## src/logic/board_settings.svh

```systemverilog
`ifndef BOARD_SETTINGS_SVH
`define BOARD_SETTINGS_SVH

// ADC sample width at the pads
`define ADC_WIDTH 14

// DAC word width, also the internal sample width
`define DAC_WIDTH 16

// Peripherals sharing the serial bus
`define SPI_DEVICES 8

`endif

```

## src/logic/board_io_pkg.sv

```systemverilog
`include "board_settings.svh"

package board_io_pkg;

   // Both ADC channels as seen on the pins
   typedef struct packed {
      logic [`ADC_WIDTH-1:0] adc_a;
      logic [`ADC_WIDTH-1:0] adc_b;
      logic                  ovf_a;   // Converter overrange, channel a
      logic                  ovf_b;
   } adc_pins_t;

   // Active-low chip selects, one per device
   // Last member is bit 0, so device index 0 is the clock chip
   typedef struct packed {
      logic rx_dac;    // Index 7
      logic rx_adc;
      logic rx_db;
      logic tx_dac;
      logic tx_adc;
      logic tx_db;
      logic dac;
      logic clk;       // Index 0
   } spi_sel_n_t;

endpackage

```

## src/logic/dsp_path_pkg.sv

```systemverilog
`include "board_settings.svh"

package dsp_path_pkg;

   // One sample per channel, full DAC width
   typedef struct packed {
      logic signed [`DAC_WIDTH-1:0] a;
      logic signed [`DAC_WIDTH-1:0] b;
   } sample_pair_t;

   // Top two bits of every command word
   typedef enum logic [1:0] {
      CMD_PATH    = 2'd0,   // Loop and swap config
      CMD_SPI     = 2'd1,   // Serial device select
      CMD_CLR_OVF = 2'd2    // Clear sticky overflow flags
   } cmd_kind_e;

   typedef struct packed {
      cmd_kind_e   kind;
      logic [27:0] rsvd;
      logic        loop_en;   // Bit 1
      logic        swap;      // Bit 0
   } path_cmd_t;

   typedef struct packed {
      cmd_kind_e   kind;
      logic [25:0] rsvd;
      logic [3:0]  dev_idx;   // 8 and up selects nothing
   } spi_cmd_t;

   // Same 32 bits, read by whichever block owns the kind
   typedef union packed {
      path_cmd_t path;
      spi_cmd_t  spi;
   } ctrl_word_u;

endpackage

```

## src/logic/adc_capture.sv

```systemverilog
`include "board_settings.svh"

module adc_capture (
   input  logic                     dsp_clk,
   input  logic                     rst_n_i,
   input  logic [`ADC_WIDTH-1:0]    adc_a_i,
   input  logic [`ADC_WIDTH-1:0]    adc_b_i,
   input  logic                     adc_ovf_a_i,
   input  logic                     adc_ovf_b_i,
   output board_io_pkg::adc_pins_t  adc_o
);

   board_io_pkg::adc_pins_t pad_pins;
   board_io_pkg::adc_pins_t stage1_q;   // First flop after the pads
   board_io_pkg::adc_pins_t stage2_q;

   // Gather the pad signals into one word
   always_comb
   begin
      pad_pins.adc_a = adc_a_i;
      pad_pins.adc_b = adc_b_i;
      pad_pins.ovf_a = adc_ovf_a_i;
      pad_pins.ovf_b = adc_ovf_b_i;
   end

   always_ff @(posedge dsp_clk or negedge rst_n_i)
   begin
      if (!rst_n_i)
      begin
         stage1_q <= '0;
         stage2_q <= '0;
      end
      else
      begin
         stage1_q <= pad_pins;
         stage2_q <= stage1_q;   // Second stage for retiming
      end
   end

   assign adc_o = stage2_q;

endmodule

```

## src/logic/dac_led_drive.sv

```systemverilog
`include "board_settings.svh"

module dac_led_drive (
   input  logic                        dsp_clk,
   input  logic                        rst_n_i,
   input  dsp_path_pkg::sample_pair_t  samples_i,
   input  logic                        loop_en_i,
   input  logic                        ovf_a_i,
   input  logic                        ovf_b_i,
   output logic [`DAC_WIDTH-1:0]       dac_a_o,
   output logic [`DAC_WIDTH-1:0]       dac_b_o,
   output logic [4:0]                  leds_o
);

   logic       activity;
   logic [4:0] leds_on;   // One means lit

   // Falling edge gives the DAC half a cycle of setup
   always_ff @(negedge dsp_clk or negedge rst_n_i)
   begin
      if (!rst_n_i)
      begin
         dac_a_o <= '0;
         dac_b_o <= '0;
      end
      else
      begin
         dac_a_o <= samples_i.a;
         dac_b_o <= samples_i.b;
      end
   end

   // Any nonzero sample on either channel
   assign activity = (|samples_i.a) | (|samples_i.b);

   assign leds_on = {1'b0, activity, ovf_b_i, ovf_a_i, loop_en_i};   // Bit 4 is link

   // Low four LEDs are wired active low
   assign leds_o = 5'b01111 ^ leds_on;

endmodule

```

## src/logic/sample_path.sv

```systemverilog
`include "board_settings.svh"

module sample_path (
   input  logic                        dsp_clk,
   input  logic                        rst_n_i,
   input  board_io_pkg::adc_pins_t     adc_i,
   input  logic                        cmd_we_i,
   input  dsp_path_pkg::ctrl_word_u    cmd_i,
   output dsp_path_pkg::sample_pair_t  samples_o,
   output logic                        loop_en_o,
   output logic                        ovf_a_o,
   output logic                        ovf_b_o
);

   localparam int PAD_BITS = `DAC_WIDTH - `ADC_WIDTH;

   logic                        path_we;
   logic                        clr_ovf;
   logic                        loop_en_q;
   logic                        swap_q;
   logic                        ovf_a_q;
   logic                        ovf_b_q;
   logic signed [`DAC_WIDTH-1:0] wide_a;
   logic signed [`DAC_WIDTH-1:0] wide_b;
   dsp_path_pkg::sample_pair_t  pair_next;
   dsp_path_pkg::sample_pair_t  pair_q;

   // Only act on our own command kinds
   assign path_we = cmd_we_i && (cmd_i.path.kind == dsp_path_pkg::CMD_PATH);
   assign clr_ovf = cmd_we_i && (cmd_i.path.kind == dsp_path_pkg::CMD_CLR_OVF);

   // Left-justify into the DAC width, sign stays in the MSB
   assign wide_a = {adc_i.adc_a, {PAD_BITS{1'b0}}};
   assign wide_b = {adc_i.adc_b, {PAD_BITS{1'b0}}};

   always_comb
   begin
      pair_next = '0;   // Loop off gives silence
      if (loop_en_q)
      begin
         if (swap_q)
         begin
            pair_next.a = wide_b;
            pair_next.b = wide_a;
         end
         else
         begin
            pair_next.a = wide_a;
            pair_next.b = wide_b;
         end
      end
   end

   always_ff @(posedge dsp_clk or negedge rst_n_i)
   begin
      if (!rst_n_i)
      begin
         loop_en_q <= 1'b0;
         swap_q    <= 1'b0;
         ovf_a_q   <= 1'b0;
         ovf_b_q   <= 1'b0;
         pair_q    <= '0;
      end
      else
      begin
         if (path_we)
         begin
            loop_en_q <= cmd_i.path.loop_en;
            swap_q    <= cmd_i.path.swap;
         end
         // New overflow wins over a clear in the same cycle
         ovf_a_q <= adc_i.ovf_a | (ovf_a_q & ~clr_ovf);
         ovf_b_q <= adc_i.ovf_b | (ovf_b_q & ~clr_ovf);
         pair_q  <= pair_next;
      end
   end

   assign samples_o = pair_q;
   assign loop_en_o = loop_en_q;
   assign ovf_a_o   = ovf_a_q;
   assign ovf_b_o   = ovf_b_q;

endmodule

```

## src/logic/spi_fanout.sv

```systemverilog
`include "board_settings.svh"

module spi_fanout (
   input  logic                      dsp_clk,
   input  logic                      rst_n_i,
   input  logic                      cmd_we_i,
   input  dsp_path_pkg::ctrl_word_u  cmd_i,
   input  logic                      spi_sclk_i,
   input  logic                      spi_mosi_i,
   input  logic [`SPI_DEVICES-1:0]   sdo_i,
   output board_io_pkg::spi_sel_n_t  sel_n_o,
   output logic [`SPI_DEVICES-1:0]   sclk_o,
   output logic [`SPI_DEVICES-1:0]   sdi_o,
   output logic                      spi_miso_o
);

   logic                    sel_we;
   logic [`SPI_DEVICES-1:0] sel_next;
   logic [`SPI_DEVICES-1:0] sel_n_q;   // Active low

   assign sel_we = cmd_we_i && (cmd_i.spi.kind == dsp_path_pkg::CMD_SPI);

   // One-hot low, out-of-range index leaves all high
   always_comb
   begin
      for (int i = 0; i < `SPI_DEVICES; i++)
      begin
         sel_next[i] = (cmd_i.spi.dev_idx != i);
      end
   end

   always_ff @(posedge dsp_clk or negedge rst_n_i)
   begin
      if (!rst_n_i)
         sel_n_q <= '1;
      else if (sel_we)
         sel_n_q <= sel_next;
   end

   assign sel_n_o = board_io_pkg::spi_sel_n_t'(sel_n_q);

   // Clock and data reach the selected device only
   assign sclk_o = {`SPI_DEVICES{spi_sclk_i}} & ~sel_n_q;
   assign sdi_o  = {`SPI_DEVICES{spi_mosi_i}} & ~sel_n_q;

   // Return data from selected devices only
   assign spi_miso_o = |(sdo_i & ~sel_n_q);

endmodule

```

## src/logic/u2_board.sv

```systemverilog
`include "board_settings.svh"

module u2_board (
   input  logic                      dsp_clk,
   input  logic                      rst_n_i,
   input  logic [`ADC_WIDTH-1:0]     adc_a_i,
   input  logic [`ADC_WIDTH-1:0]     adc_b_i,
   input  logic                      adc_ovf_a_i,
   input  logic                      adc_ovf_b_i,
   input  logic                      cmd_we_i,
   input  dsp_path_pkg::ctrl_word_u  cmd_i,
   input  logic                      spi_sclk_i,
   input  logic                      spi_mosi_i,
   input  logic [`SPI_DEVICES-1:0]   sdo_i,
   output logic [`DAC_WIDTH-1:0]     dac_a_o,
   output logic [`DAC_WIDTH-1:0]     dac_b_o,
   output logic [4:0]                leds_o,
   output board_io_pkg::spi_sel_n_t  sel_n_o,
   output logic [`SPI_DEVICES-1:0]   sclk_o,
   output logic [`SPI_DEVICES-1:0]   sdi_o,
   output logic                      spi_miso_o
);

   board_io_pkg::adc_pins_t    adc_pins;   // Retimed ADC word
   dsp_path_pkg::sample_pair_t samples;
   logic                       loop_en;
   logic                       ovf_a;
   logic                       ovf_b;

   adc_capture i_adc_capture (
      .dsp_clk     (dsp_clk),
      .rst_n_i     (rst_n_i),
      .adc_a_i     (adc_a_i),
      .adc_b_i     (adc_b_i),
      .adc_ovf_a_i (adc_ovf_a_i),
      .adc_ovf_b_i (adc_ovf_b_i),
      .adc_o       (adc_pins)
   );

   sample_path i_sample_path (
      .dsp_clk   (dsp_clk),
      .rst_n_i   (rst_n_i),
      .adc_i     (adc_pins),
      .cmd_we_i  (cmd_we_i),
      .cmd_i     (cmd_i),
      .samples_o (samples),
      .loop_en_o (loop_en),
      .ovf_a_o   (ovf_a),
      .ovf_b_o   (ovf_b)
   );

   dac_led_drive i_dac_led_drive (
      .dsp_clk   (dsp_clk),
      .rst_n_i   (rst_n_i),
      .samples_i (samples),
      .loop_en_i (loop_en),
      .ovf_a_i   (ovf_a),
      .ovf_b_i   (ovf_b),
      .dac_a_o   (dac_a_o),
      .dac_b_o   (dac_b_o),
      .leds_o    (leds_o)
   );

   // Same command bus as the sample path, different kind
   spi_fanout i_spi_fanout (
      .dsp_clk    (dsp_clk),
      .rst_n_i    (rst_n_i),
      .cmd_we_i   (cmd_we_i),
      .cmd_i      (cmd_i),
      .spi_sclk_i (spi_sclk_i),
      .spi_mosi_i (spi_mosi_i),
      .sdo_i      (sdo_i),
      .sel_n_o    (sel_n_o),
      .sclk_o     (sclk_o),
      .sdi_o      (sdi_o),
      .spi_miso_o (spi_miso_o)
   );

endmodule

```

## config.mk

```make
export PLATFORM = sky130hd
export DESIGN_NAME = u2_board
export DESIGN_NICKNAME = d
export VERILOG_FILES = /design/src/logic/board_io_pkg.sv /design/src/logic/dsp_path_pkg.sv /design/src/logic/adc_capture.sv /design/src/logic/dac_led_drive.sv /design/src/logic/sample_path.sv /design/src/logic/spi_fanout.sv /design/src/logic/u2_board.sv
export VERILOG_INCLUDE_DIRS = /design/src /design/src/logic
export SDC_FILE = /design/constraint.sdc
export NUM_CORES = 1
export LEC_CHECK = 0
export BUFFER_PORTS_ARGS = -buffer_cell sky130_fd_sc_hd__buf_4
export CAP_MARGIN = 25
export CORE_UTILIZATION = 40
export DETAILED_ROUTE_END_ITERATION = 12
export PLACE_DENSITY = 0.76
export SYNTH_ARGS = -nofsm -noshare
export SYNTH_HDL_FRONTEND = slang
export SYNTH_HIERARCHICAL = 1
export SYNTH_SLANG_ARGS = --single-unit
```

## constraint.sdc

```tcl
create_clock -name dsp_clk -period 1.2 [get_ports dsp_clk]
set_input_delay 0.12 -clock dsp_clk [delete_from_list [all_inputs] [get_ports dsp_clk]]
set_output_delay 0.12 -clock dsp_clk [all_outputs]
set_load 0.02 [all_outputs]
```

Yosys cells after proc, flatten, opt, wreduce, memory -nomap -nowiden

Cells that the tools add are included.

Register bits: 136
Input port bits: 75
Output and inout port bits: 62
Logic and storage cells: 47

Equality and inequality tests: 9
Multiplexer cells: 2
Bitwise gates (word level): 11
Reductions and logical operators: 8

Operators with widths:

| kind                                                | number |
|---|---|
| 2-to-1 mux 32 bit                                   | 2 |
| OR reduction 16 bit                                 | 2 |
| AND 8 bit                                           | 3 |
| != test 4 x 3 -> 1 bit, second input constant       | 4 |
| != test 4 x 2 -> 1 bit, second input constant       | 2 |
| inverter 8 bit                                      | 1 |
| OR reduction 8 bit                                  | 1 |
| != test 4 x 1 -> 1 bit, second input constant       | 1 |
| inverter 4 bit                                      | 1 |
| nonzero test 4 bit                                  | 1 |
| logical AND 1 bit                                   | 3 |
| bitwise OR 1 bit                                    | 3 |
| AND 1 bit                                           | 2 |
| equality test 2 x 1 -> 1 bit, second input constant | 1 |
| equality test 2 bit, second input constant          | 1 |
| logical NOT 2 bit                                   | 1 |
| inverter 1 bit                                      | 1 |

Logic depth before layout (Yosys ltp)

Depth in word-level cells: 5
Depth in mapped cells: 4
Depth with buffers taken out: 3

Cells and area by module

The synthesis kept the hierarchy.

Modules (own cells, without submodules):

| module        | times used | cells an instance | area an instance (sq um) | sequential area each (sq um) |
|---|---|---|---|---|
| adc_capture   | 1          | 60                | 1501.4                   | 1501.4 |
| sample_path   | 1          | 105               | 1398.8                   | 800.8 |
| dac_led_drive | 1          | 48                | 895.9                    | 800.8 |
| spi_fanout    | 1          | 67                | 523.0                    | 210.2 |

==> impl_results.md <==
* Run status: finished, violations left
* Violated checks: setup timing
* Wire per inst at roughly 14 um
* GRT Resource Usage Total at 0.1610
* Cts bufs inserted at 17
* Final setup vio count at 84
* Post-route minimum period at 1.949 ns
* VDD IR max at 0.0009045 V
* RSZ-0062 raised after global routing: yes
* Top Ports at approximately 140
* WS Path Type: reg2out
* Leak at 3.230 nW
* CP required at around 1.1 ns
* Clk sink count at ~130
* Detailed Route WL at about 8400 um
* CP Max Fanout at 2
* # diodes at 0
* CTS tree: done
* Max frequency at between 0.5 and 0.6 GHz
* Final WS setup at -0.7487 ns
* Placed insts at 533
* Yosys warning total at 6
* Die width at 105.9 um
* Reg2reg start: i_sample_path/samples_o[11]
* CP max stage cell: dfstp_2
* Die H at approximately 110 um
* Drt via density at 4.304
* FF-to-FF setup slack at -0.06 ns
* Layout cells sized above 1 at 0.3805
* Number of global-route vias before repair at 2812
* Area grow syn2layout at 54.75%
* Pwr Total at about 13 mW
* 1st-iter DRT viols at 121
* Multi-input gate area at roughly 940 sq um
* Final nets at 536
* Number of remaining DRC errors at 0
* CP delay by family, top: flip-flops
* Fillers at ~740
* Synth unique cells at 29
* H-tree depth at 4
* Crit path capture: spi_miso_o
* Largest net degree at the start of global routing at slightly above 80
* I/O Buffers at 109
* Crit path DAT at 1.83 ns
* Core area at ~10000 sq um
* Reg2reg end: i_dac_led_drive/dac_b_o[11]
* R2R depth at 0
* Antenna viol nets, final at 0
* Drt pass-1 iters at 4
* Via count at 2621
* FF+latch area at roughly 3300 sq um
* Sequential share of the synthesized area at 0.7671
* Syn Inst Count at between 200 and 300
* CP startpoint: i_spi_fanout/sel_n_o[6]
* Syn Area/Cell at 15.43 sq um
* Final Max Slew Viols at 0
* Final std cells w/o fill at 609
* Mapped cell area at between 4000 and 5000 sq um
* WP depth at 3
* Final period utilization at 1.624
* Root Buffer: clkbuf_8
* Total Die Area at 11220 sq um
* Post-synthesis register bit count at 132
* Row count at 37
* Power density cells at 1890 nW/um^2
* Setup TNS at -24.39 ns
* Buf/Inv on CP at 1
* Max_cap viols at 0
* CP peak stage delay at 0.55 ns
* Startpoint types: register
* Overflow left after global routing at 0
* Max Buffers Root-to-Sink at 2
* Initial antenna violation count at 0
* Worst min path class: in2reg
* Clk_lat worst skew at 0.51 ns
* Post-route cell area at about 6700 sq um
* DP Area at 5381 sq um
* RD Place Congestion at 0.7827
* Final Hold Fails at 0
* Global-route wire length before repair at 13660 um
* Crit path cell chain: o22ai_2 -> or4_4 -> buf_6
* Clock Skews at slightly above 0.07 ns
* Post-DP HPWL at around 5000 um
* Initial Util at 0.4147
* CP endpoint kind: output pin
* CTS clk-pin slew, worst paths at 0.06 ns
-- how the worst min path moves through the flow --
stage | from | endpoint | slack, ns | cells past startpoint
4_1_cts | adc_a_i[4] | i_adc_capture/stage1_q[20] | 0.24 | 2
3_5_place_dp | adc_b_i[9] | i_adc_capture/stage1_q[11] | 0.23 | 1
6_report | adc_a_i[4] | i_adc_capture/stage1_q[20] | 0.26 | 2
3_3_place_gp | adc_a_i[8] | i_adc_capture/stage1_q[24] | 0.23 | 1
2_1_floorplan | rst_n_i | i_adc_capture/adc_o[0] | -0.18 | 0
5_1_grt | adc_a_i[8] | i_adc_capture/stage1_q[24] | 0.24 | 2
-- repair_timing --
item	4_1_cts	5_1_grt
buffers inserted	3	7
endpoints found under the hold margin	52	0
pin swaps	2	2
gates resized for setup	59	11
hold buffers	38	0
endpoints found under the setup margin	87	89
-- cell usage after synthesis --
| library cell | n | area (sq um) |
|---|---|---|
| mux2_1 | 1 | 11.26 |
| clkbuf_1 | 2 | 7.510 |
| o21ai_0 | 8 | 40.04 |
| nand3b_1 | 2 | 15.01 |
| dfrtn_1 | 32 | 800.8 |
| nor4_1 | 8 | 50.05 |
| dfrtp_1 | 92 | 2302 |
| inv_1 | 11 | 41.29 |
| nor4_2 | 1 | 12.51 |
| nor2_1 | 4 | 15.01 |
| buf_6 | 1 | 11.26 |
| dfstp_2 | 8 | 210.2 |
| nand2b_1 | 3 | 18.77 |
| mux2_2 | 1 | 11.26 |
| a21o_1 | 2 | 15.01 |
| buf_4 | 6 | 45.04 |
| nand4_1 | 2 | 12.51 |
| and2b_1 | 2 | 15.01 |
| mux2i_1 | 28 | 280.3 |
| and2b_2 | 2 | 17.52 |
| nor2b_1 | 40 | 250.2 |
| buf_12 | 1 | 20.02 |
| buf_2 | 2 | 10.01 |
| nor3b_2 | 1 | 12.51 |
| nand2_1 | 9 | 33.78 |
| or4_1 | 1 | 7.510 |
| nor3_1 | 4 | 20.02 |
| conb_1 | 2 | 7.510 |
| o22ai_1 | 4 | 25.02 |
-- registers in the layout, indices dropped and copies added (netlist names) --
| name | count |
|---|---|
| i_adc_capture/adc_o | 30 |
| i_adc_capture/stage1_q | 30 |
| i_dac_led_drive/dac_a_o | 16 |
| i_dac_led_drive/dac_b_o | 16 |
| i_sample_path/loop_en_o | 1 |
| i_sample_path/ovf_a_o | 1 |
| i_sample_path/ovf_b_o | 1 |
| i_sample_path/samples_o | 28 |
| i_sample_path/swap_q | 1 |
| i_spi_fanout/sel_n_o | 8 |
-- per-stage QoR --
| stage | hold slack (ns) | utilization | setup slack, ns |
|---|---|---|---|
| after global placement | 0.2296 | 0.5166 | -0.2564 |
| after floorplan | -0.1756 | - | -0.1782 |
| final | 0.2589 | 0.6417 | -0.7487 |
| after detailed placement | 0.2303 | 0.5166 | -0.2716 |
| after global routing | 0.2386 | 0.6417 | -0.7829 |
| after CTS | 0.2368 | 0.6351 | -0.7330 |
-- layout by cell type, fill, tap and decap left out, types with 3 or more instances in the layout --
master,instances
inv_1,11
mux2i_1,28
nand2b_1,3
buf_6,57
nor2b_1,39
nor4_1,5
dfrtp_1,92
o21ai_0,8
nand2_1,9
dfrtn_1,32
clkbuf_16,16
nor3_1,4
nor2_1,3
buf_4,74
bufinv_16,4
dlygate4sd3_1,38
dfstp_2,8
clkbuf_1,5
conb_1,5
-- power by group --
part	switching, mW	total (mW)	internal, mW
clock network	1.70	5.12	3.42
registers	0.306	5.29	4.98
logic	1.02	2.22	1.20
total	3.02	12.6	9.61
-- layout make-up --
type,count,area share
flip-flops and latches,132,0.4957
repair buffers,171,0.2420
multi-input cells,128,0.1413
clock buffers,23,0.06683
well taps,136,0.02546
clock inverters,8,0.02246
inverters,11,0.006177
-- metal layers --
metal  global-route usage  vias to the layer above  wire [um]
li1                     -                     1272          -
met4              0.08135                        0        223
met1               0.1940                     1241       3519
met2               0.2596                       92       4295
met3              0.05334                       16        401
met5                    0                        -          0
-- logic make-up after synthesis --
family / count (synthesis) / share of synthesized area
simple gates: 79 / 0.1112
compound gates: 14 / 0.01854
flops: 132 / 0.7671
other cells: 2 / 0.001739
buf+inv: 23 / 0.03129
mux: 30 / 0.07010
Note: power is estimated with default switching activity, not from simulation.
